<file path="src/common/uart_link_pkg.sv">
package uart_link_pkg;

    localparam int CLKS_PER_BIT = 8;
    localparam logic [7:0] START_FLAG = 8'hA5;

    // response ring buffer depth and its index width
    localparam int CTRL_FIFO_SIZE = 4;
    localparam int CTRL_FIFO_BITS = 2;

    localparam int REG_ADDR_BITS = 4;

    typedef enum logic [7:0] {
        CMD_WRITE = 8'h57,
        CMD_READ  = 8'h52
    } uart_cmd_t;

    typedef enum logic [7:0] {
        RES_NONE  = 8'd0,
        RES_ACK   = 8'd1,
        RES_NAK   = 8'd2,
        RES_PRINT = 8'd3
    } uart_res_t;

    typedef enum logic [2:0] {
        TX_CTRL_IDLE,
        TX_CTRL_RES,
        TX_CTRL_LEN,
        TX_CTRL_PAYLOAD,
        TX_CTRL_CHECKSUM
    } uart_tx_ctrl_t;

    // one queued response, len is 0 for ack/nak and 4 for print
    typedef struct packed {
        logic [7:0]  res;
        logic [2:0]  len;
        logic [31:0] data;
    } uart_tx_entry_t;

endpackage

</file>
<file path="src/uart_rx/uart_rx.sv">
`timescale 1ns/1ps

module uart_rx (
    input  logic       clk,
    input  logic       rstn,
    input  logic       rx,
    output logic [7:0] rx_data,
    output logic       rx_valid
);

    typedef enum logic [1:0] {RX_IDLE, RX_START, RX_DATA, RX_STOP} rx_state_t;

    rx_state_t                                       state;
    logic                                            rx_meta;
    logic                                            rx_sync;
    logic [$clog2(uart_link_pkg::CLKS_PER_BIT)-1:0] clk_cnt;
    logic [2:0]                                      bit_idx;
    logic [7:0]                                      shreg;

    always_ff @(posedge clk) begin
        if (!rstn) begin
            rx_meta  <= 1'b1;
            rx_sync  <= 1'b1;
            state    <= RX_IDLE;
            clk_cnt  <= '0;
            bit_idx  <= '0;
            rx_valid <= 1'b0;
        end else begin
            rx_meta  <= rx;
            rx_sync  <= rx_meta;
            rx_valid <= 1'b0;
            case (state)
                RX_IDLE: begin
                    clk_cnt <= '0;
                    if (!rx_sync)
                        state <= RX_START;
                end
                RX_START: begin
                    clk_cnt <= clk_cnt + 1'b1;
                    if (clk_cnt == uart_link_pkg::CLKS_PER_BIT / 2 - 1) begin
                        clk_cnt <= '0;
                        bit_idx <= '0;
                        state   <= rx_sync ? RX_IDLE : RX_DATA;  // a glitch, not a start bit
                    end
                end
                RX_DATA: begin
                    clk_cnt <= clk_cnt + 1'b1;
                    if (clk_cnt == uart_link_pkg::CLKS_PER_BIT - 1) begin
                        shreg   <= {rx_sync, shreg[7:1]};  // lsb arrives first
                        bit_idx <= bit_idx + 1'b1;
                        if (bit_idx == 3'd7)
                            state <= RX_STOP;
                    end
                end
                default: begin
                    clk_cnt <= clk_cnt + 1'b1;
                    if (clk_cnt == uart_link_pkg::CLKS_PER_BIT - 1) begin
                        // bytes with a low stop bit are framing errors and get dropped
                        rx_valid <= rx_sync;
                        rx_data  <= shreg;
                        state    <= RX_IDLE;
                    end
                end
            endcase
        end
    end

endmodule

</file>
<file path="src/uart_rx/uart_cmd_decode.sv">
`timescale 1ns/1ps

module uart_cmd_decode (
    input  logic                                   clk,
    input  logic                                   rstn,
    input  logic [7:0]                             rx_data,
    input  logic                                   rx_valid,
    output logic                                   cmd_write,
    output logic                                   cmd_read,
    output logic                                   cmd_error,
    output logic [uart_link_pkg::REG_ADDR_BITS-1:0] cmd_addr,
    output logic [31:0]                            cmd_wdata
);

    typedef enum logic [2:0] {
        DEC_WAIT_START,
        DEC_CMD,
        DEC_LEN,
        DEC_PAYLOAD,
        DEC_CHECKSUM
    } dec_state_t;

    dec_state_t  state;
    logic [7:0]  sum;
    logic [7:0]  cmd;
    logic [7:0]  len;
    logic [7:0]  byte_cnt;
    logic [39:0] payload;
    logic        len_ok;

    // the payload register holds still until the next frame starts
    assign cmd_addr  = payload[uart_link_pkg::REG_ADDR_BITS-1:0];
    assign cmd_wdata = payload[39:8];

    always_comb begin
        len_ok = 1'b0;
        if (cmd == uart_link_pkg::CMD_WRITE)
            len_ok = (len == 8'd5);
        else if (cmd == uart_link_pkg::CMD_READ)
            len_ok = (len == 8'd1);
    end

    always_ff @(posedge clk) begin
        if (!rstn) begin
            state     <= DEC_WAIT_START;
            sum       <= '0;
            cmd       <= '0;
            len       <= '0;
            byte_cnt  <= '0;
            cmd_write <= 1'b0;
            cmd_read  <= 1'b0;
            cmd_error <= 1'b0;
        end else begin
            cmd_write <= 1'b0;
            cmd_read  <= 1'b0;
            cmd_error <= 1'b0;
            if (rx_valid) begin
                sum <= sum + rx_data;
                case (state)
                    DEC_WAIT_START: begin
                        sum <= rx_data;
                        if (rx_data == uart_link_pkg::START_FLAG)
                            state <= DEC_CMD;
                    end
                    DEC_CMD: begin
                        cmd   <= rx_data;
                        state <= DEC_LEN;
                    end
                    DEC_LEN: begin
                        len      <= rx_data;
                        byte_cnt <= '0;
                        state    <= (rx_data == 8'd0) ? DEC_CHECKSUM : DEC_PAYLOAD;
                    end
                    DEC_PAYLOAD: begin
                        if (byte_cnt < 8'd5)
                            payload[byte_cnt[2:0]*8 +: 8] <= rx_data;
                        byte_cnt <= byte_cnt + 1'b1;
                        if (byte_cnt == len - 1'b1)
                            state <= DEC_CHECKSUM;
                    end
                    default: begin
                        // unknown commands fail len_ok as well
                        if (sum != rx_data || !len_ok)
                            cmd_error <= 1'b1;
                        else if (cmd == uart_link_pkg::CMD_WRITE)
                            cmd_write <= 1'b1;
                        else
                            cmd_read  <= 1'b1;
                        state <= DEC_WAIT_START;
                    end
                endcase
            end
        end
    end

endmodule

</file>
<file path="src/logic/uart_cmd_exec.sv">
`timescale 1ns/1ps

module uart_cmd_exec (
    input  logic                                   clk,
    input  logic                                   rstn,
    input  logic                                   cmd_write,
    input  logic                                   cmd_read,
    input  logic                                   cmd_error,
    input  logic [uart_link_pkg::REG_ADDR_BITS-1:0] cmd_addr,
    input  logic [31:0]                            cmd_wdata,
    output uart_link_pkg::uart_res_t               res,
    output logic                                   print_en,
    output logic [31:0]                            print_data
);

    logic [31:0] regs [2**uart_link_pkg::REG_ADDR_BITS];

    always_ff @(posedge clk) begin
        if (!rstn) begin
            for (int i = 0; i < 2**uart_link_pkg::REG_ADDR_BITS; i++)
                regs[i] <= '0;
        end else if (cmd_write) begin
            regs[cmd_addr] <= cmd_wdata;
        end
    end

    // one response per command strobe, RES_NONE otherwise
    always_ff @(posedge clk) begin
        if (!rstn) begin
            res      <= uart_link_pkg::RES_NONE;
            print_en <= 1'b0;
        end else begin
            res      <= uart_link_pkg::RES_NONE;
            print_en <= 1'b0;
            if (cmd_error)
                res <= uart_link_pkg::RES_NAK;
            else if (cmd_write)
                res <= uart_link_pkg::RES_ACK;
            else if (cmd_read)
                print_en <= 1'b1;
        end
    end

    always_ff @(posedge clk) begin
        if (cmd_read)
            print_data <= regs[cmd_addr];
    end

endmodule

</file>
<file path="src/uart_tx/uart_tx_ctrl.sv">
`timescale 1ns/1ps

module uart_tx_ctrl (
    input  logic                     clk,
    input  logic                     rstn,
    input  uart_link_pkg::uart_res_t res,
    input  logic                     print_en,
    input  logic [31:0]              print_data,
    input  logic                     tx_ready,
    output logic [7:0]               tx_data,
    output logic                     tx_valid
);

    uart_link_pkg::uart_tx_entry_t tx_fifo [uart_link_pkg::CTRL_FIFO_SIZE];

    // top bit of each pointer is the wrap flag
    logic [uart_link_pkg::CTRL_FIFO_BITS:0] wr_ptr;
    logic [uart_link_pkg::CTRL_FIFO_BITS:0] rd_ptr;
    logic                                   fifo_empty;
    logic                                   fifo_full;

    uart_link_pkg::uart_tx_ctrl_t  tx_state;
    uart_link_pkg::uart_tx_entry_t active_entry;
    logic [1:0]                    pay_idx;
    logic [7:0]                    pay_byte;
    logic [7:0]                    checksum;

    assign fifo_empty = (wr_ptr == rd_ptr);
    assign fifo_full  = (wr_ptr[uart_link_pkg::CTRL_FIFO_BITS] !=
                         rd_ptr[uart_link_pkg::CTRL_FIFO_BITS]) &&
                        (wr_ptr[uart_link_pkg::CTRL_FIFO_BITS-1:0] ==
                         rd_ptr[uart_link_pkg::CTRL_FIFO_BITS-1:0]);

    assign pay_byte = active_entry.data[pay_idx*8 +: 8];

    // responses arriving while full are lost
    always_ff @(posedge clk) begin
        if (!rstn) begin
            wr_ptr <= '0;
        end else if (!fifo_full) begin
            if (res == uart_link_pkg::RES_ACK || res == uart_link_pkg::RES_NAK) begin
                tx_fifo[wr_ptr[uart_link_pkg::CTRL_FIFO_BITS-1:0]] <= {res, 3'd0, 32'd0};
                wr_ptr <= wr_ptr + 1'b1;
            end else if (print_en) begin
                tx_fifo[wr_ptr[uart_link_pkg::CTRL_FIFO_BITS-1:0]] <=
                    {uart_link_pkg::RES_PRINT, 3'd4, print_data};
                wr_ptr <= wr_ptr + 1'b1;
            end
        end
    end

    // every branch below runs only when tx_ready is high, so the byte on
    // tx_data is taken and the next one goes out on the same edge
    always_ff @(posedge clk) begin
        if (!rstn) begin
            rd_ptr   <= '0;
            tx_state <= uart_link_pkg::TX_CTRL_IDLE;
            tx_data  <= '0;
            tx_valid <= 1'b0;
            pay_idx  <= '0;
            checksum <= '0;
        end else if (tx_ready) begin
            case (tx_state)
                uart_link_pkg::TX_CTRL_IDLE: begin
                    pay_idx <= '0;
                    if (!fifo_empty) begin
                        active_entry <= tx_fifo[rd_ptr[uart_link_pkg::CTRL_FIFO_BITS-1:0]];
                        rd_ptr       <= rd_ptr + 1'b1;
                        tx_data      <= uart_link_pkg::START_FLAG;
                        tx_valid     <= 1'b1;
                        checksum     <= uart_link_pkg::START_FLAG;
                        tx_state     <= uart_link_pkg::TX_CTRL_RES;
                    end else begin
                        tx_valid <= 1'b0;  // the last checksum byte has gone
                    end
                end
                uart_link_pkg::TX_CTRL_RES: begin
                    tx_data  <= active_entry.res;
                    checksum <= checksum + active_entry.res;
                    tx_state <= uart_link_pkg::TX_CTRL_LEN;
                end
                uart_link_pkg::TX_CTRL_LEN: begin
                    tx_data  <= {5'd0, active_entry.len};
                    checksum <= checksum + {5'd0, active_entry.len};
                    if (active_entry.len == 3'd0)
                        tx_state <= uart_link_pkg::TX_CTRL_CHECKSUM;
                    else
                        tx_state <= uart_link_pkg::TX_CTRL_PAYLOAD;
                end
                uart_link_pkg::TX_CTRL_PAYLOAD: begin
                    tx_data  <= pay_byte;
                    checksum <= checksum + pay_byte;
                    pay_idx  <= pay_idx + 1'b1;
                    if ({1'b0, pay_idx} == active_entry.len - 3'd1)
                        tx_state <= uart_link_pkg::TX_CTRL_CHECKSUM;
                end
                default: begin
                    tx_data  <= checksum;
                    tx_state <= uart_link_pkg::TX_CTRL_IDLE;
                end
            endcase
        end
    end

endmodule

</file>
<file path="src/uart_tx/uart_tx.sv">
`timescale 1ns/1ps

module uart_tx (
    input  logic       clk,
    input  logic       rstn,
    input  logic [7:0] tx_data,
    input  logic       tx_valid,
    output logic       tx_ready,
    output logic       tx
);

    logic [$clog2(uart_link_pkg::CLKS_PER_BIT)-1:0] clk_cnt;
    logic [3:0]                                      bit_cnt;
    logic [8:0]                                      shreg;  // data bits then the stop bit

    always_ff @(posedge clk) begin
        if (!rstn) begin
            tx_ready <= 1'b1;
            tx       <= 1'b1;
            clk_cnt  <= '0;
            bit_cnt  <= '0;
        end else if (tx_ready) begin
            if (tx_valid) begin
                shreg    <= {1'b1, tx_data};
                tx       <= 1'b0;  // start bit
                tx_ready <= 1'b0;
                clk_cnt  <= '0;
                bit_cnt  <= '0;
            end
        end else begin
            clk_cnt <= clk_cnt + 1'b1;
            if (clk_cnt == uart_link_pkg::CLKS_PER_BIT - 1) begin
                clk_cnt <= '0;
                if (bit_cnt == 4'd9) begin
                    tx_ready <= 1'b1;  // stop bit has run its full length
                end else begin
                    tx      <= shreg[0];
                    shreg   <= {1'b1, shreg[8:1]};
                    bit_cnt <= bit_cnt + 1'b1;
                end
            end
        end
    end

endmodule

</file>
<file path="src/logic/uart_link_top.sv">
`timescale 1ns/1ps

module uart_link_top (
    input  logic clk,
    input  logic rstn,
    input  logic rx,
    output logic tx
);

    logic [7:0]                              rx_data;
    logic                                    rx_valid;
    logic                                    cmd_write;
    logic                                    cmd_read;
    logic                                    cmd_error;
    logic [uart_link_pkg::REG_ADDR_BITS-1:0] cmd_addr;
    logic [31:0]                             cmd_wdata;
    uart_link_pkg::uart_res_t                res;
    logic                                    print_en;
    logic [31:0]                             print_data;
    logic [7:0]                              tx_data;
    logic                                    tx_valid;
    logic                                    tx_ready;

    uart_rx i_uart_rx (
        .clk      (clk),
        .rstn     (rstn),
        .rx       (rx),
        .rx_data  (rx_data),
        .rx_valid (rx_valid)
    );

    uart_cmd_decode i_uart_cmd_decode (
        .clk       (clk),
        .rstn      (rstn),
        .rx_data   (rx_data),
        .rx_valid  (rx_valid),
        .cmd_write (cmd_write),
        .cmd_read  (cmd_read),
        .cmd_error (cmd_error),
        .cmd_addr  (cmd_addr),
        .cmd_wdata (cmd_wdata)
    );

    uart_cmd_exec i_uart_cmd_exec (
        .clk        (clk),
        .rstn       (rstn),
        .cmd_write  (cmd_write),
        .cmd_read   (cmd_read),
        .cmd_error  (cmd_error),
        .cmd_addr   (cmd_addr),
        .cmd_wdata  (cmd_wdata),
        .res        (res),
        .print_en   (print_en),
        .print_data (print_data)
    );

    uart_tx_ctrl i_uart_tx_ctrl (
        .clk        (clk),
        .rstn       (rstn),
        .res        (res),
        .print_en   (print_en),
        .print_data (print_data),
        .tx_ready   (tx_ready),
        .tx_data    (tx_data),
        .tx_valid   (tx_valid)
    );

    uart_tx i_uart_tx (
        .clk      (clk),
        .rstn     (rstn),
        .tx_data  (tx_data),
        .tx_valid (tx_valid),
        .tx_ready (tx_ready),
        .tx       (tx)
    );

endmodule

</file>
<file path="config.mk">
export PLATFORM = sky130hd
export DESIGN_NAME = uart_link_top
export DESIGN_NICKNAME = d
export VERILOG_FILES = /design/src/common/uart_link_pkg.sv /design/src/uart_rx/uart_rx.sv /design/src/uart_rx/uart_cmd_decode.sv /design/src/logic/uart_cmd_exec.sv /design/src/uart_tx/uart_tx_ctrl.sv /design/src/uart_tx/uart_tx.sv /design/src/logic/uart_link_top.sv
export SDC_FILE = /design/constraint.sdc
export NUM_CORES = 1
export LEC_CHECK = 0
export BUFFER_PORTS_ARGS = -buffer_cell sky130_fd_sc_hd__buf_2
export CORE_ASPECT_RATIO = 0.8
export CORE_UTILIZATION = 64
export DETAILED_ROUTE_END_ITERATION = 16
export GPL_ROUTABILITY_DRIVEN = 0
export HOLD_SLACK_MARGIN = 0.06
export PLACE_DENSITY_LB_ADDON = 0.15
export SLEW_MARGIN = 20
export SYNTH_ARGS = -nofsm -noshare
export SYNTH_HDL_FRONTEND = slang
export SYNTH_SLANG_ARGS = --single-unit
export TNS_END_PERCENT = 30
</file>
<file path="constraint.sdc">
create_clock -name clk -period 5.2 [get_ports clk]
set_clock_uncertainty 0.1 [all_clocks]
set_input_delay 0.26 -clock clk [delete_from_list [all_inputs] [get_ports clk]]
set_output_delay 0.26 -clock clk [all_outputs]
set_load 0.02 [all_outputs]
</file>
======== After elaboration in Yosys (flattened, before gate mapping) ========
Memories as Yosys holds them, arrays and structs flattened. A register that Yosys moved wholly into a read port is not among the register bits.
Cells that the tools add are included.
storage, ports and cells
  register bits ........................... 163
  latch bits .............................. 0
  RAM bits ................................ 676
  bits in read-only memories .............. 0
  input port bits ......................... 3
  word-level logic and storage cells ...... 213
  memories kept ........................... 2
cells by class
  add/sub/neg operators ................... 15
  multiply operators ...................... 0
  divide/modulo/power cells ............... 0
  $lt $le $gt $ge ......................... 1
  equality and inequality tests ........... 36
  shift-type cells ........................ 3
  multiplexer cells ....................... 74
  bitwise operators ....................... 7
  reductions and logical operators ........ 42
memory list
  name                    depth  bits a word  read ports  clocked after Yosys merged registers in  wr ports  line                 RTL
  i_uart_cmd_exec.regs    16     32           1           1                                        16        uart_cmd_exec.sv:16  logic [31:0] regs [2**uart_link_pkg::REG_ADDR_BITS];
  i_uart_tx_ctrl.tx_fifo  4      41           1           1                                        1         uart_tx_ctrl.sv:14   uart_link_pkg::uart_tx_entry_t tx_fifo [uart_link_pkg::CTRL_FIFO_SIZE];
operators with widths
  cell                       count
  $pmux W8 S4                2
  $mux W3                    14
  $mux W41                   1
  $bwmux W40                 1
  $shift A8 B34 Y40 const A  1
  $shiftx A8 B34 Y40         1
  $mux W9                    4
  $neg A6 Y34                1
  $mux W32                   1
  $reduce_or A32 Y1          1
  $shiftx A32 B6 Y8          1
  $mux W1                    30
  $add A8 B8 Y8              3
  $pmux W3 S4                2
  $reduce_and A3 Y1          8
  $mux W4                    5
  $eq A8 B1 Y1 const B       2
  $eq A8 B7 Y1 const B       2
  $mux W8                    2
  $pmux W8 S2                1
  $add A3 B1 Y3 const B      5
  $eq A3 B2 Y1 const B       5
  $mux W2                    7
  $ne A2 B1 Y1 const B       7
  other kinds (44)           71

======== Longest topological paths before layout ========
Gate-level depths: netlist (run 1).
  word-level depth ........................ 7
  depth in mapped cells ................... 14

======== Modules after synthesis ========
A second synthesis (run 1) with hierarchy kept.
second synthesis, totals
  cell total of the unflattened synthesis .. 2590
  area, all modules ....................... 39331.5 sq um
modules (own cells, without submodules)
  module           times used  cells each  area an instance (sq um)
  uart_cmd_exec    1           1464        23978.0
  uart_tx_ctrl     1           580         9705.6
  uart_cmd_decode  1           383         3663.5
  uart_rx          1           91          1143.6
  uart_tx          1           72          840.8

======== Worst setup path after synthesis (run 1) ========
No wires, ideal clock.
  path type ............................... register to register
  start ................................... register i_uart_cmd_decode.payload[0]
  end ..................................... memory i_uart_cmd_exec.regs[14][0], enable pin
  setup time .............................. 0.466 ns
  data arrival time ....................... 3.459 ns
  required time ........................... 4.634 ns
  path slack .............................. 1.175 ns
  cell stages (with the launch flop) ...... 6
  clock period less this slack ............ 4.025 ns
  cells stage by stage .................... edfxtp_1 -> buf_2 -> buf_2 -> buf_4 -> nand4b_1 -> o21ai_0
RTL lines
  item                               line                   RTL
  from (decl)                        uart_cmd_decode.sv:28  logic [39:0] payload;
  from (signal, indexed assignment)  uart_cmd_decode.sv:76  payload[byte_cnt[2:0]*8 +: 8] <= rx_data;
  to (decl)                          uart_cmd_exec.sv:16

======== Worst setup path after layout (run 1) ========
  start ................................... register i_uart_cmd_decode.byte_cnt[0]
  end ..................................... register i_uart_cmd_decode.payload[32], enable pin
on the way
  word-level cells in the longest chain between the ends .. 2
RTL lines
  item                         line                   RTL
  from (decl)                  uart_cmd_decode.sv:27  logic [7:0] byte_cnt;
  from (signal assigned)       uart_cmd_decode.sv:77  byte_cnt <= byte_cnt + 1'b1;
  $lt A8 B3 Y1                 uart_cmd_decode.sv:75  if (byte_cnt < 8'd5)
  $reduce_and A4 Y1 (no line)  -
No other way between the ends.
A chain may end at the register's enable or synchronous reset.

==> qor.log, run 1 <==
qor: die.die_width 273 µm
qor: cts.post_cts_buffers 0
qor: cells_and_area.synthToLayoutAreaGrowth 9.46%
qor: die.die_area 59900 µm²
qor: logic_synthesis.synth_area_per_cell 15.6 µm²
qor: drt.drt-wirelength-per-cell 27.7 µm
qor: worst_setup_path.timing.rr.start i_uart_cmd_decode.byte_cnt[0]$_SDFFE_PN0P_
qor: worst_setup_path.end_kind register
qor: drt.routed_via_count_divided_by_cell_count 6.49
qor: sta.finalMaxSlewViolations 0
qor: worst_setup_path.worst_setup_path_start_kind register
qor: worst_setup_path.r2r.worst_path.cells 7
qor: global_route.antenna_violations_before_repair 1
qor: worst_setup_path.cp-startpoint i_uart_cmd_decode.byte_cnt[0]$_SDFFE_PN0P_
qor: cells_and_area.n_antenna_cell 0
qor: global_route.number_of_global_route_vias_before_repair 20407
qor: worst_setup_path.cp.required 5.37 ns
qor: drt.post_drt_antenna_nets 0
qor: sta.final_hold_viol_count 0
qor: cts.cts_root_buf clkbuf_16
qor: worst_setup_path.setup.reg_to_reg.worst_slack 1.71 ns
qor: cells_and_area.final_cell_count_no_fill 3208
qor: pwr.p_seq_share 54.9%
qor: pwr.powerDensity 351 nW/µm²
qor: pwr.share_comb_of_total_power 4.9%
qor: sta.worst-slew-pin-transition 1.13 ns
qor: die.io_pins 4
qor: cts.worst_skew_pair.late_latency 0.64 ns
qor: logic_synthesis.synth_top_flop_cell edfxtp_1
qor: pwr.power.internal 0.0114 W
qor: worst_setup_path.timing.critical_path.arrival 3.66 ns
qor: cells_and_area.layout_commonest_cell edfxtp_1
qor: die.fp.dieH 219 µm
qor: global_route.grtUsageTotal 30.8%
qor: drt.overall_via_count_from_detail_route 20806
qor: cts.clkSinkCount 868
qor: sta.timing.setup.tns 0 ns
qor: sta.slew-limit-headroom 24.5%
qor: worst_setup_path.critical_path_class register to register
qor: die.initial_core_util 64.8%
qor: sta.max_freq 286 MHz
qor: min_path.min_path_type primary input to register
qor: worst_setup_path.worstSetupEndpoint i_uart_cmd_decode.payload[32]$_DFFE_PP_
qor: outcome.result_of_the_run completed
qor: drt.drc 0
qor: logic_synthesis.yosysUniqueCellTypes 65
qor: cts.post_cts_resize_count 0
qor: logic_synthesis.yosys_warnings 0
qor: die.floorplan.rows 79
qor: cts.clock_input_transition_at_the_sequential_cells_of_the_worst_setup_and_hold_paths 0.07 ns
qor: sta.report.final.setup_viol 0
qor: logic_synthesis.synth_sequential_area_ratio 66.8%
qor: sta.min_period_over_period 67.1%
qor: cts.postCtsHoldBufs 1
qor: run.max_cap_viols 0
qor: pwr.p_sw 0.00308 W
qor: drt.drtIter0Drc 2670
qor: logic_synthesis.yosys_register_bits 868
qor: worst_setup_path.regToRegEndpoint i_uart_cmd_decode.payload[32]$_DFFE_PP_
qor: logic_synthesis.synth.cell_area 37700 µm²
qor: cts.cts_inserted_buffers 81
qor: cts.cts_buffer_depth 3
qor: logic_synthesis.synth_edf_count 779
qor: worst_setup_path.critical_path_peak_fanout 12
qor: global_route.grt_overflow 0
qor: place.io_buffer_count 3
qor: logic_synthesis.syn_nets 2456
qor: pwr.clockPowerShare 40.2%
qor: die.coreArea 58100 µm²
qor: logic_synthesis.syn_inst 2409
qor: logic_synthesis.synth_async_sr_flop_share 0%
qor: pwr.post-layout-total-power 0.0145 W
qor: place.post-place-cells 3058
qor: cells_and_area.post_route_cells_drive_above_1_share 17.7%
qor: min_path.hold-path-cell-count 3
qor: pwr.swShare 21.2%
qor: place.dp_hpwl 53.0 mm
qor: pwr.leakage 13.6 nW
qor: global_route.largest_net_degree_at_the_start_of_global_routing 113
qor: sta.hold-worst-slack 0.160 ns
qor: global_route.grt_first_pass_wirelength 132 mm
qor: drt.detailed_router_iteration_count_before_antenna_repair 5
qor: drt.detail_route.wirelength 88.9 mm
qor: cells_and_area.final_net_count 2420
qor: sta.post-route-min-period 3.49 ns
qor: cts.tritoncts built
qor: cts.cts-htree-levels 3
qor: pwr.vdd_ir_drop_max 0.285 mV
qor: cells_and_area.layout.cells.most_common_list 779 x edfxtp_1, 582 x and2_1, 203 x mux4_2
qor: sta.grt_setup_unrepaired no
worst max-delay path, cell delays in order (launching register included):
cell and delay [ns]:
dfxtp_1 0.58, inv_1 0.09, ha_1 0.23, ha_1 0.37
o21ai_0 0.18, nor4_1 0.84, inv_1 0.15, nor2_1 0.58
logic make-up after synthesis:
kind of cell	count (synthesis)	synth area share (%)
buffers and inverters	204	2.13
xor gates and xnor gates	38	0.883
DFF	868	66.8
and+or+nand+nor	886	13.6
adders and majority gates	44	1.50
AOI/OAI and AO/OA	147	2.39
muxes	222	12.7
cell type report:
class	instances	area, µm²
Sequential cell	868	25200
Fill cell	3625	16900
Multi-Input combinational cell	1337	11900
Clock buffer	118	2410
Tap cell	769	962
Timing Repair Buffer	53	430
Clock inverter	31	204
Inverter	32	120
worst min-delay path by stage:
stage | start | to | slack (ns)
after floorplan | rx | i_uart_rx.rx_meta$_SDFF_PN1_ | 0.26
after global placement | i_uart_rx.rx_meta$_SDFF_PN1_ | i_uart_rx.rx_sync$_SDFF_PN1_ | 0.30
after detailed placement | i_uart_rx.rx_meta$_SDFF_PN1_ | i_uart_rx.rx_sync$_SDFF_PN1_ | 0.30
after CTS | rstn | i_uart_cmd_exec.res[0]$_SDFF_PP0_ | 0.12
after global routing | rstn | i_uart_cmd_exec.res[0]$_SDFF_PP0_ | 0.14
final | rstn | i_uart_cmd_exec.res[0]$_SDFF_PP0_ | 0.16
per-stage QoR:
stage	worst slack (ns)	util, %	cell area [µm²]
after floorplan	1.18	-	37700
after detailed placement	1.66	66.4	38600
after global routing	1.51	71.0	41200
after global placement	1.81	66.4	38600
final	1.71	71.0	41200
after CTS	1.61	70.9	41200
flip-flops by register name (all words and copies together), names as in the netlist, 3 cells and up:
name	cells
i_uart_cmd_decode.byte_cnt	8
i_uart_cmd_decode.cmd	8
i_uart_cmd_decode.len	8
i_uart_cmd_decode.payload	36
i_uart_cmd_decode.state	3
i_uart_cmd_decode.sum	8
i_uart_cmd_exec.print_data	32
i_uart_cmd_exec.regs	512
i_uart_rx.bit_idx	3
i_uart_rx.clk_cnt	3
i_uart_rx.rx_data	8
i_uart_rx.shreg	8
i_uart_tx.bit_cnt	4
i_uart_tx.clk_cnt	3
i_uart_tx.shreg	8
i_uart_tx_ctrl.active_entry	35
i_uart_tx_ctrl.checksum	8
i_uart_tx_ctrl.rd_ptr	3
i_uart_tx_ctrl.tx_data	8
i_uart_tx_ctrl.tx_fifo	140
i_uart_tx_ctrl.tx_state	3
i_uart_tx_ctrl.wr_ptr	3
cell usage after synthesis (all sizes together), types with 3 or more instances:
library cell,n,share of area (%)
o21bai,3,0.060
nor3,25,0.33
o21ai,42,0.56
nor4b,4,0.093
nor4,7,0.12
a311oi,3,0.070
xnor2,19,0.44
nand2b,20,0.33
and3,16,0.27
or3b,3,0.070
a211oi,8,0.16
mux2i,9,0.24
clkbuf,144,1.4
or3,7,0.12
a22oi,3,0.060
or2,3,0.050
nor2b,6,0.10
inv,32,0.32
and2,582,9.7
xor2,19,0.44
dfxtp,89,4.7
a21o,6,0.12
nor3b,6,0.15
nand2,85,0.85
ha,42,1.4
buf,28,0.38
nand3b,6,0.12
a31oi,4,0.066
nand4,8,0.13
a221oi,4,0.093
edfxtp,779,62
a21oi,51,0.68
nor2,84,0.84
mux4,203,12
nand3,17,0.23
mux2,10,0.30
metal layers:
layer | track usage, % | share of wire, %
met3 | 5.49 | 9.3
met4 | 10.7 | 3.4
met2 | 46.4 | 46
met1 | 46.0 | 41
met5 | 0 | 0
power by group through the flow:
stage | Combinational, W | Clock (W) | Sequential (W)
after global placement | 0.000675 | 0 | 0.00808
after detailed placement | 0.000695 | 0 | 0.00809
after CTS | 0.000701 | 0.00588 | 0.00795
after floorplan | 0.000523 | 0 | 0.00803
after global routing | 0.000769 | 0.00615 | 0.00797
final | 0.000711 | 0.00583 | 0.00795
(Power assumes the default switching activity.)
==> inputs of run 2 (changes only) <==
clock period = 3.3 ns   (was 5.2 ns; I/O delays follow)
==> run 2 against run 1 <==
  * Final area up 1.9%
  * Power rose by 60%
  * Critical path depth is 4 higher
  * Die area did not move
  * Sequential power grew 57%
  * Sequential share of layout area down 1.1 points
  * Non-clock buffer count grew 66
  * Largest power group unchanged
  * Clock power increased by 64%
  * Global-route usage is 0.39 points lower
  * Highest routed layer unchanged
  * Critical endpoint is now i_uart_tx_ctrl.checksum[6]$_SDFFE_PN0P_
  * Wire length fell by 1.3%
  * First-iteration DRC count fell by 16%
==> qor.log, run 2 (synthesized netlist as in run 1, its figures left out) <==
qor: worst_setup_path.critical_path_peak_fanout 6 [was 12]
qor: sta.post-route-min-period 2.97 ns [was 3.49 ns]
qor: worst_setup_path.critical_path_class register to register [unchanged]
qor: pwr.vdd_ir_drop_max 0.656 mV [was 0.285 mV]
qor: worst_setup_path.end_kind register [unchanged]
qor: sta.report.final.setup_viol 0 [unchanged]
qor: die.floorplan.rows 79 [unchanged]
qor: place.post-place-cells 3122 [was 3058]
qor: cts.tritoncts built [unchanged]
qor: drt.routed_via_count_divided_by_cell_count 6.29 [was 6.49]
qor: drt.drc 0 [unchanged]
qor: cts.post_cts_buffers 0 [unchanged]
qor: global_route.number_of_global_route_vias_before_repair 20689 [was 20407]
qor: worst_setup_path.r2r.worst_path.cells 11 [was 7]
qor: global_route.globalRouteMet2Util 49.0% [was 46.4%]
qor: worst_setup_path.timing.critical_path.arrival 3.39 ns [was 3.66 ns]
qor: global_route.largest_net_degree_at_the_start_of_global_routing 93 [was 113]
qor: die.fp.dieH 219 µm [unchanged]
qor: place.io_buffer_count 3 [unchanged]
qor: cts.worst_skew_pair.late_latency 0.63 ns [was 0.64 ns]
qor: sta.grt_setup_unrepaired no [unchanged]
qor: global_route.grt_overflow 0 [unchanged]
qor: drt.detail_route.wirelength 87.8 mm [was 88.9 mm]
qor: cells_and_area.final_net_count 2487 [was 2420]
qor: sta.final_critical_path_setup_slack 0.326 ns [was 1.71 ns]
qor: cells_and_area.post_route_cells_drive_above_1_share 20.0% [was 17.7%]
qor: sta.min_period_over_period 90.1% [was 67.1%]
qor: cells_and_area.fillers 3559 [was 3625]
qor: sta.worst-slew-pin-transition 1.04 ns [was 1.13 ns]
qor: pwr.post-layout-total-power 0.0232 W [was 0.0145 W]
qor: cells_and_area.final_cell_count_no_fill 3280 [was 3208]
qor: worst_setup_path.setup.reg_to_reg.worst_slack 0.33 ns [was 1.71 ns]
qor: run.max_cap_viols 0 [unchanged]
qor: die.io_pins 4 [unchanged]
qor: worst_setup_path.regToRegEndpoint i_uart_tx_ctrl.checksum[6]$_SDFFE_PN0P_ [was i_uart_cmd_decode.payload[32]$_DFFE_PP_]
qor: cells_and_area.synthToLayoutAreaGrowth 11.5% [was 9.46%]
qor: sta.slew-limit-headroom 30.2% [was 24.5%]
qor: place.dp_slack 0.330 ns [was 1.66 ns]
qor: sta.max_freq 336 MHz [was 286 MHz]
qor: cts.cts_root_buf clkbuf_16 [unchanged]
qor: drt.drtIter0Drc 2235 [was 2670]
qor: cells_and_area.max_flop_register i_uart_cmd_exec.regs [unchanged]
qor: worst_setup_path.worstSetupEndpoint i_uart_tx_ctrl.checksum[6]$_SDFFE_PN0P_ [was i_uart_cmd_decode.payload[32]$_DFFE_PP_]
qor: die.coreArea 58100 µm² [unchanged]
qor: global_route.antenna_violations_before_repair 3 [was 1]
qor: drt.drt-wirelength-per-cell 26.8 µm [was 27.7 µm]
qor: cts.clkSinkCount 868 [unchanged]
qor: cts.cts-htree-levels 3 [unchanged]
qor: sta.finalMaxSlewViolations 0 [unchanged]
qor: cts.cts_inserted_buffers 82 [was 81]
qor: cells_and_area.largest_register_ff_count 512 [unchanged]
qor: drt.detailed_router_iteration_count_before_antenna_repair 5 [unchanged]
qor: sta.final_hold_viol_count 0 [unchanged]
qor: die.initial_core_util 64.8% [unchanged]
qor: global_route.met1_usage 42.4% [was 46.0%]
qor: min_path.min_path_type register to register [was primary input to register]
qor: worst_setup_path.cp.required 3.72 ns [was 5.37 ns]
qor: worst_setup_path.worst_setup_path_start_kind register [unchanged]
qor: drt.overall_via_count_from_detail_route 20645 [was 20806]
qor: cts.clock_input_transition_at_the_sequential_cells_of_the_worst_setup_and_hold_paths 0.06 ns [was 0.07 ns]
qor: place.dp_hpwl 53.4 mm [was 53.0 mm]
qor: cts.cts_buffer_depth 3 [unchanged]
qor: drt.post_drt_antenna_nets 0 [unchanged]
qor: cells_and_area.layout_commonest_cell edfxtp_1 [unchanged]
qor: die.die_width 273 µm [unchanged]
qor: worst_setup_path.timing.rr.start i_uart_tx_ctrl.pay_idx[0]$_SDFFE_PN0P_ [was i_uart_cmd_decode.byte_cnt[0]$_SDFFE_PN0P_]
qor: die.die_area 59900 µm² [unchanged]
qor: global_route.grtUsageTotal 30.4% [was 30.8%]
qor: pwr.powerDensity 553 nW/µm² [was 351 nW/µm²]
qor: outcome.result_of_the_run completed [unchanged]
qor: cells_and_area.layout.cells.most_common_list 779 x edfxtp_1, 582 x and2_1, 203 x mux4_2 [unchanged]
qor: worst_setup_path.cp-startpoint i_uart_tx_ctrl.pay_idx[0]$_SDFFE_PN0P_ [was i_uart_cmd_decode.byte_cnt[0]$_SDFFE_PN0P_]
qor: global_route.grt_first_pass_wirelength 131 mm [was 132 mm]
qor: global_route.grt_most_used_layer met2 [unchanged]
qor: global_route.grt_use_met3 6.32% [was 5.49%]
qor: pwr.leakage 14.0 nW [was 13.6 nW]
-- run 2: worst min-delay path by stage --
stage	cells past startpoint	slack (ns)	start	endpoint
floorplan	1	0.17	rx	i_uart_rx.rx_meta$_SDFF_PN1_
global placement	2	0.25	rx	i_uart_rx.rx_meta$_SDFF_PN1_
detailed placement	2	0.26	rx	i_uart_rx.rx_meta$_SDFF_PN1_
CTS	1	0.31	i_uart_rx.rx_meta$_SDFF_PN1_	i_uart_rx.rx_sync$_SDFF_PN1_
global route	0	0.33	i_uart_rx.shreg[0]$_DFFE_PP_	i_uart_rx.rx_data[0]$_DFFE_PP_
finish	1	0.31	i_uart_rx.rx_meta$_SDFF_PN1_	i_uart_rx.rx_sync$_SDFF_PN1_
-- run 2: what timing repair did --
action                                 4_1_cts  5_1_grt
endpoints found under the hold margin       14        0
resized for setup                            0        0
hold buffers                                 3        0
-- run 2: metrics by stage --
step                TNS [ns]  util (%)  cell area, µm²  hold WS, ns
floorplan            -234.87         -           37700        0.166
global placement           0      67.6           39300        0.245
detailed placement         0      67.6           39300        0.256
CTS                        0      72.3           42000        0.312
global route               0      72.3           42000        0.331
finish                     0      72.3           42000        0.312
-- run 2: where the power goes --
part           internal, W  total, W  switching, W
registers           0.0123    0.0125      0.000157
logic             0.000496   0.00123      0.000733
clock network      0.00552   0.00955       0.00403
total               0.0183    0.0232       0.00492
-- run 2: critical path: stages (launching register included) --
cell and delay [ns]:
dfxtp_1 0.45, mux4_2 0.55, nand2_1 0.08, o21ai_0 0.09, ha_1 0.22, fa_1 0.41
a21o_1 0.18, a21o_1 0.20, a21oi_1 0.21, mux2i_1 0.10, nor3_1 0.20, nor2_1 0.07
-- run 2: layer usage --
| layer | wire, µm | vias to the layer above |
|---|---|---|
| met5 | 0 | - |
| met4 | 2230 | 0 |
| met3 | 8180 | 170 |
| met2 | 42700 | 976 |
| met1 | 34600 | 10498 |
| li1 | - | 9001 |
-- run 2: layout make-up --
type | instances | area (µm²) | area share, %
Multi-Input combinational cell | 1337 | 11900 | 28.4
Tap cell | 769 | 962 | 2.29
Clock inverter | 47 | 472 | 1.12
Clock buffer | 105 | 2240 | 5.34
Inverter | 32 | 120 | 0.286
Antenna cell | 3 | 7.51 | 0.0179
Timing Repair Buffer | 119 | 1120 | 2.66
Sequential cell | 868 | 25200 | 59.9
==> inputs of run 3 (changes only) <==
CAP_MARGIN = 20   (was not set)
MAX_ROUTING_LAYER = met4   (was not set)
RECOVER_POWER = 50   (was not set)
==> run 3 against run 2 <==
  * Critical path depth shrank 7
  * The flow now finishes with violations (capacitance limit, slew limit)
  * Global-route usage grew 0.95 points
  * Via count increased by 0.15%
  * Wire length up 0.34%
  * Clock power hardly changed
  * Worst setup slack worse by 0.099 ns
  * Non-clock buffer count did not move
==> qor.log, run 3 (synthesized netlist as in run 1, its figures left out) <==
qor: cts.cts_buffer_depth 3 [unchanged]
qor: cells_and_area.max_flop_register i_uart_cmd_exec.regs [unchanged]
qor: sta.post-route-min-period 3.07 ns [was 2.97 ns]
qor: drt.post_drt_antenna_nets 0 [unchanged]
qor: cts.tritoncts built [unchanged]
qor: pwr.leakage 13.6 nW [was 14.0 nW]
qor: drt.drt-wirelength-per-cell 26.9 µm [was 26.8 µm]
qor: outcome.result_of_the_run finished, violations left [was completed]
qor: worst_setup_path.critical_path_class register to register [unchanged]
qor: worst_setup_path.r2r.worst_path.cells 4 [was 11]
qor: die.initial_core_util 64.8% [unchanged]
qor: cts.cts_root_buf clkbuf_16 [unchanged]
qor: die.fp.dieH 219 µm [unchanged]
qor: worst_setup_path.setup.reg_to_reg.worst_slack 0.23 ns [was 0.33 ns]
qor: sta.slew-limit-headroom -7.08% [was 30.2%]
qor: min_path.min_path_type register to register [unchanged]
qor: cells_and_area.layout.cells.most_common_list 779 x edfxtp_1, 414 x and2_1, 203 x mux4_2 [was 779 x edfxtp_1, 582 x and2_1, 203 x mux4_2]
qor: worst_setup_path.end_kind register [unchanged]
qor: worst_setup_path.critical_path_peak_fanout 21 [was 6]
qor: place.io_buffer_count 3 [unchanged]
qor: cells_and_area.post_route_cells_drive_above_1_share 17.8% [was 20.0%]
qor: sta.max_freq 325 MHz [was 336 MHz]
qor: global_route.antenna_violations_before_repair 4 [was 3]
qor: pwr.post-layout-total-power 0.0232 W [about the same]
qor: cells_and_area.synthToLayoutAreaGrowth 10.4% [was 11.5%]
qor: global_route.grt_first_pass_wirelength 131 mm [about the same]
qor: die.die_area 59900 µm² [unchanged]
qor: drt.detail_route.wirelength 88.1 mm [was 87.8 mm]
qor: die.die_width 273 µm [unchanged]
qor: cts.post_cts_buffers 0 [unchanged]
qor: drt.drtIter0Drc 2360 [was 2235]
qor: cells_and_area.layout_commonest_cell edfxtp_1 [unchanged]
qor: drt.detailed_router_iteration_count_before_antenna_repair 7 [was 5]
qor: die.io_pins 4 [unchanged]
qor: drt.overall_via_count_from_detail_route 20676 [was 20645]
qor: sta.final_hold_viol_count 0 [unchanged]
qor: run.max_cap_viols 2 [was 0]
qor: global_route.number_of_global_route_vias_before_repair 20637 [was 20689]
qor: cells_and_area.final_net_count 2487 [unchanged]
qor: worst_setup_path.timing.rr.start i_uart_cmd_decode.payload[2]$_DFFE_PP_ [was i_uart_tx_ctrl.pay_idx[0]$_SDFFE_PN0P_]
qor: place.dp_hpwl 53.4 mm [unchanged]
qor: die.coreArea 58100 µm² [unchanged]
qor: min_path.min_from i_uart_rx.rx_meta$_SDFF_PN1_ [unchanged]
qor: outcome.violations capacitance limit, slew limit
qor: min_path.whs_endpoint i_uart_rx.rx_sync$_SDFF_PN1_ [unchanged]
qor: cts.clock_input_transition_at_the_sequential_cells_of_the_worst_setup_and_hold_paths 0.06 ns [about the same]
qor: drt.routed_via_count_divided_by_cell_count 6.31 [was 6.29]
qor: sta.grt_setup_unrepaired no [unchanged]
qor: sta.worst-slew-pin-transition 1.61 ns [was 1.04 ns]
qor: cts.worst_skew_pair.late_latency 0.63 ns [about the same]
qor: cells_and_area.largest_register_ff_count 512 [unchanged]
qor: cts.cts_inserted_buffers 82 [unchanged]
qor: global_route.largest_net_degree_at_the_start_of_global_routing 93 [unchanged]
qor: pwr.vdd_ir_drop_max 0.660 mV [was 0.656 mV]
qor: worst_setup_path.regToRegEndpoint i_uart_cmd_exec.regs[3][9]$_SDFFCE_PN0P_ [was i_uart_tx_ctrl.checksum[6]$_SDFFE_PN0P_]
qor: worst_setup_path.timing.critical_path.arrival 3.24 ns [was 3.39 ns]
qor: global_route.grt_overflow 0 [unchanged]
qor: min_path.hold-path-cell-count 1 [unchanged]
qor: drt.drc 0 [unchanged]
qor: die.floorplan.rows 79 [unchanged]
qor: global_route.grtUsageTotal 31.4% [was 30.4%]
qor: sta.finalMaxSlewViolations 50 [was 0]
qor: cells_and_area.final_cell_count_no_fill 3278 [was 3280]
qor: sta.min_period_over_period 93.1% [was 90.1%]
qor: place.post-place-cells 3122 [unchanged]
qor: cts.clkSinkCount 868 [unchanged]
qor: sta.report.final.setup_viol 0 [unchanged]
qor: worst_setup_path.cp.required 3.46 ns [was 3.72 ns]
qor: pwr.powerDensity 558 nW/µm² [was 553 nW/µm²]
qor: cts.cts-htree-levels 3 [unchanged]
qor: worst_setup_path.worst_setup_path_start_kind register [unchanged]
==> run 3: stage by stage <==
stage / cell area [µm²] / setup TNS, ns / util, % / worst slack [ns] / hold WS [ns]
after global placement: 39300 / 0 / 67.6 / 0.352 / 0.245
after floorplan: 37700 / -234.87 / - / -0.725 / 0.166
final: 41600 / 0 / 71.6 / 0.226 / 0.312
after CTS: 42000 / 0 / 72.3 / 0.323 / 0.312
after global routing: 41600 / 0 / 71.6 / 0.0727 / 0.331
after detailed placement: 39300 / 0 / 67.6 / 0.330 / 0.256
==> run 3: worst max path at each step <==
stage	startpoint	to	slack [ns]	cells after the start
2_1_floorplan	i_uart_cmd_decode.payload[0]$_DFFE_PP_	i_uart_cmd_exec.regs[14][0]$_SDFFCE_PN0P_	-0.72	5
5_1_grt	i_uart_cmd_decode.payload[0]$_DFFE_PP_	i_uart_cmd_exec.regs[3][9]$_SDFFCE_PN0P_	0.07	4
3_3_place_gp	i_uart_tx_ctrl.pay_idx[0]$_SDFFE_PN0P_	i_uart_tx_ctrl.checksum[4]$_SDFFE_PN0P_	0.35	11
4_1_cts	i_uart_tx_ctrl.pay_idx[0]$_SDFFE_PN0P_	i_uart_tx_ctrl.checksum[6]$_SDFFE_PN0P_	0.32	11
3_5_place_dp	i_uart_tx_ctrl.pay_idx[0]$_SDFFE_PN0P_	i_uart_tx_ctrl.checksum[6]$_SDFFE_PN0P_	0.33	11
6_report	i_uart_cmd_decode.payload[2]$_DFFE_PP_	i_uart_cmd_exec.regs[3][9]$_SDFFCE_PN0P_	0.23	4
==> run 3: power by group <==
group          total (W)  leakage (nW)  switching, W  internal (W)
combinational    0.00120          4.66      0.000729      0.000476
clock            0.00955          1.32       0.00403       0.00552
sequential        0.0125          7.66      0.000157        0.0123
total             0.0232          13.6       0.00491        0.0183
==> run 3: routing by layer <==
layer | vias to the layer above | GRT usage (%) | part of all wire, %
li1 | 9000 | - | -
met3 | 165 | 6.24 | 9.4
met4 | 0 | 8.49 | 2.6
met1 | 10545 | 42.4 | 39
met2 | 966 | 49.2 | 49
met5 | - | - | 0
==> run 3: what timing repair did <==
item / in CTS / in global routing
endpoints found under the setup margin: 0 / 0
resized for setup: 0 / 0
hold endpoints to repair: 14 / 0
hold buffers: 3 / 0
==> run 3: worst max-delay path: stages, from the launching register on <==
cell,delay (ns)
edfxtp_1,0.46
buf_4,0.21
nor3_1,1.22
nand2b_2,0.32
buf_4,0.41
==> run 3: final cells by class <==
type	count	area (µm²)
sequential	868	25200
fill	3638	16500
multi-input combinational	1337	11800
clock buffer	105	2240
tap	769	962
timing repair buffer	119	866
clock inverter	47	472
inverter	32	120
antenna	1	2.50
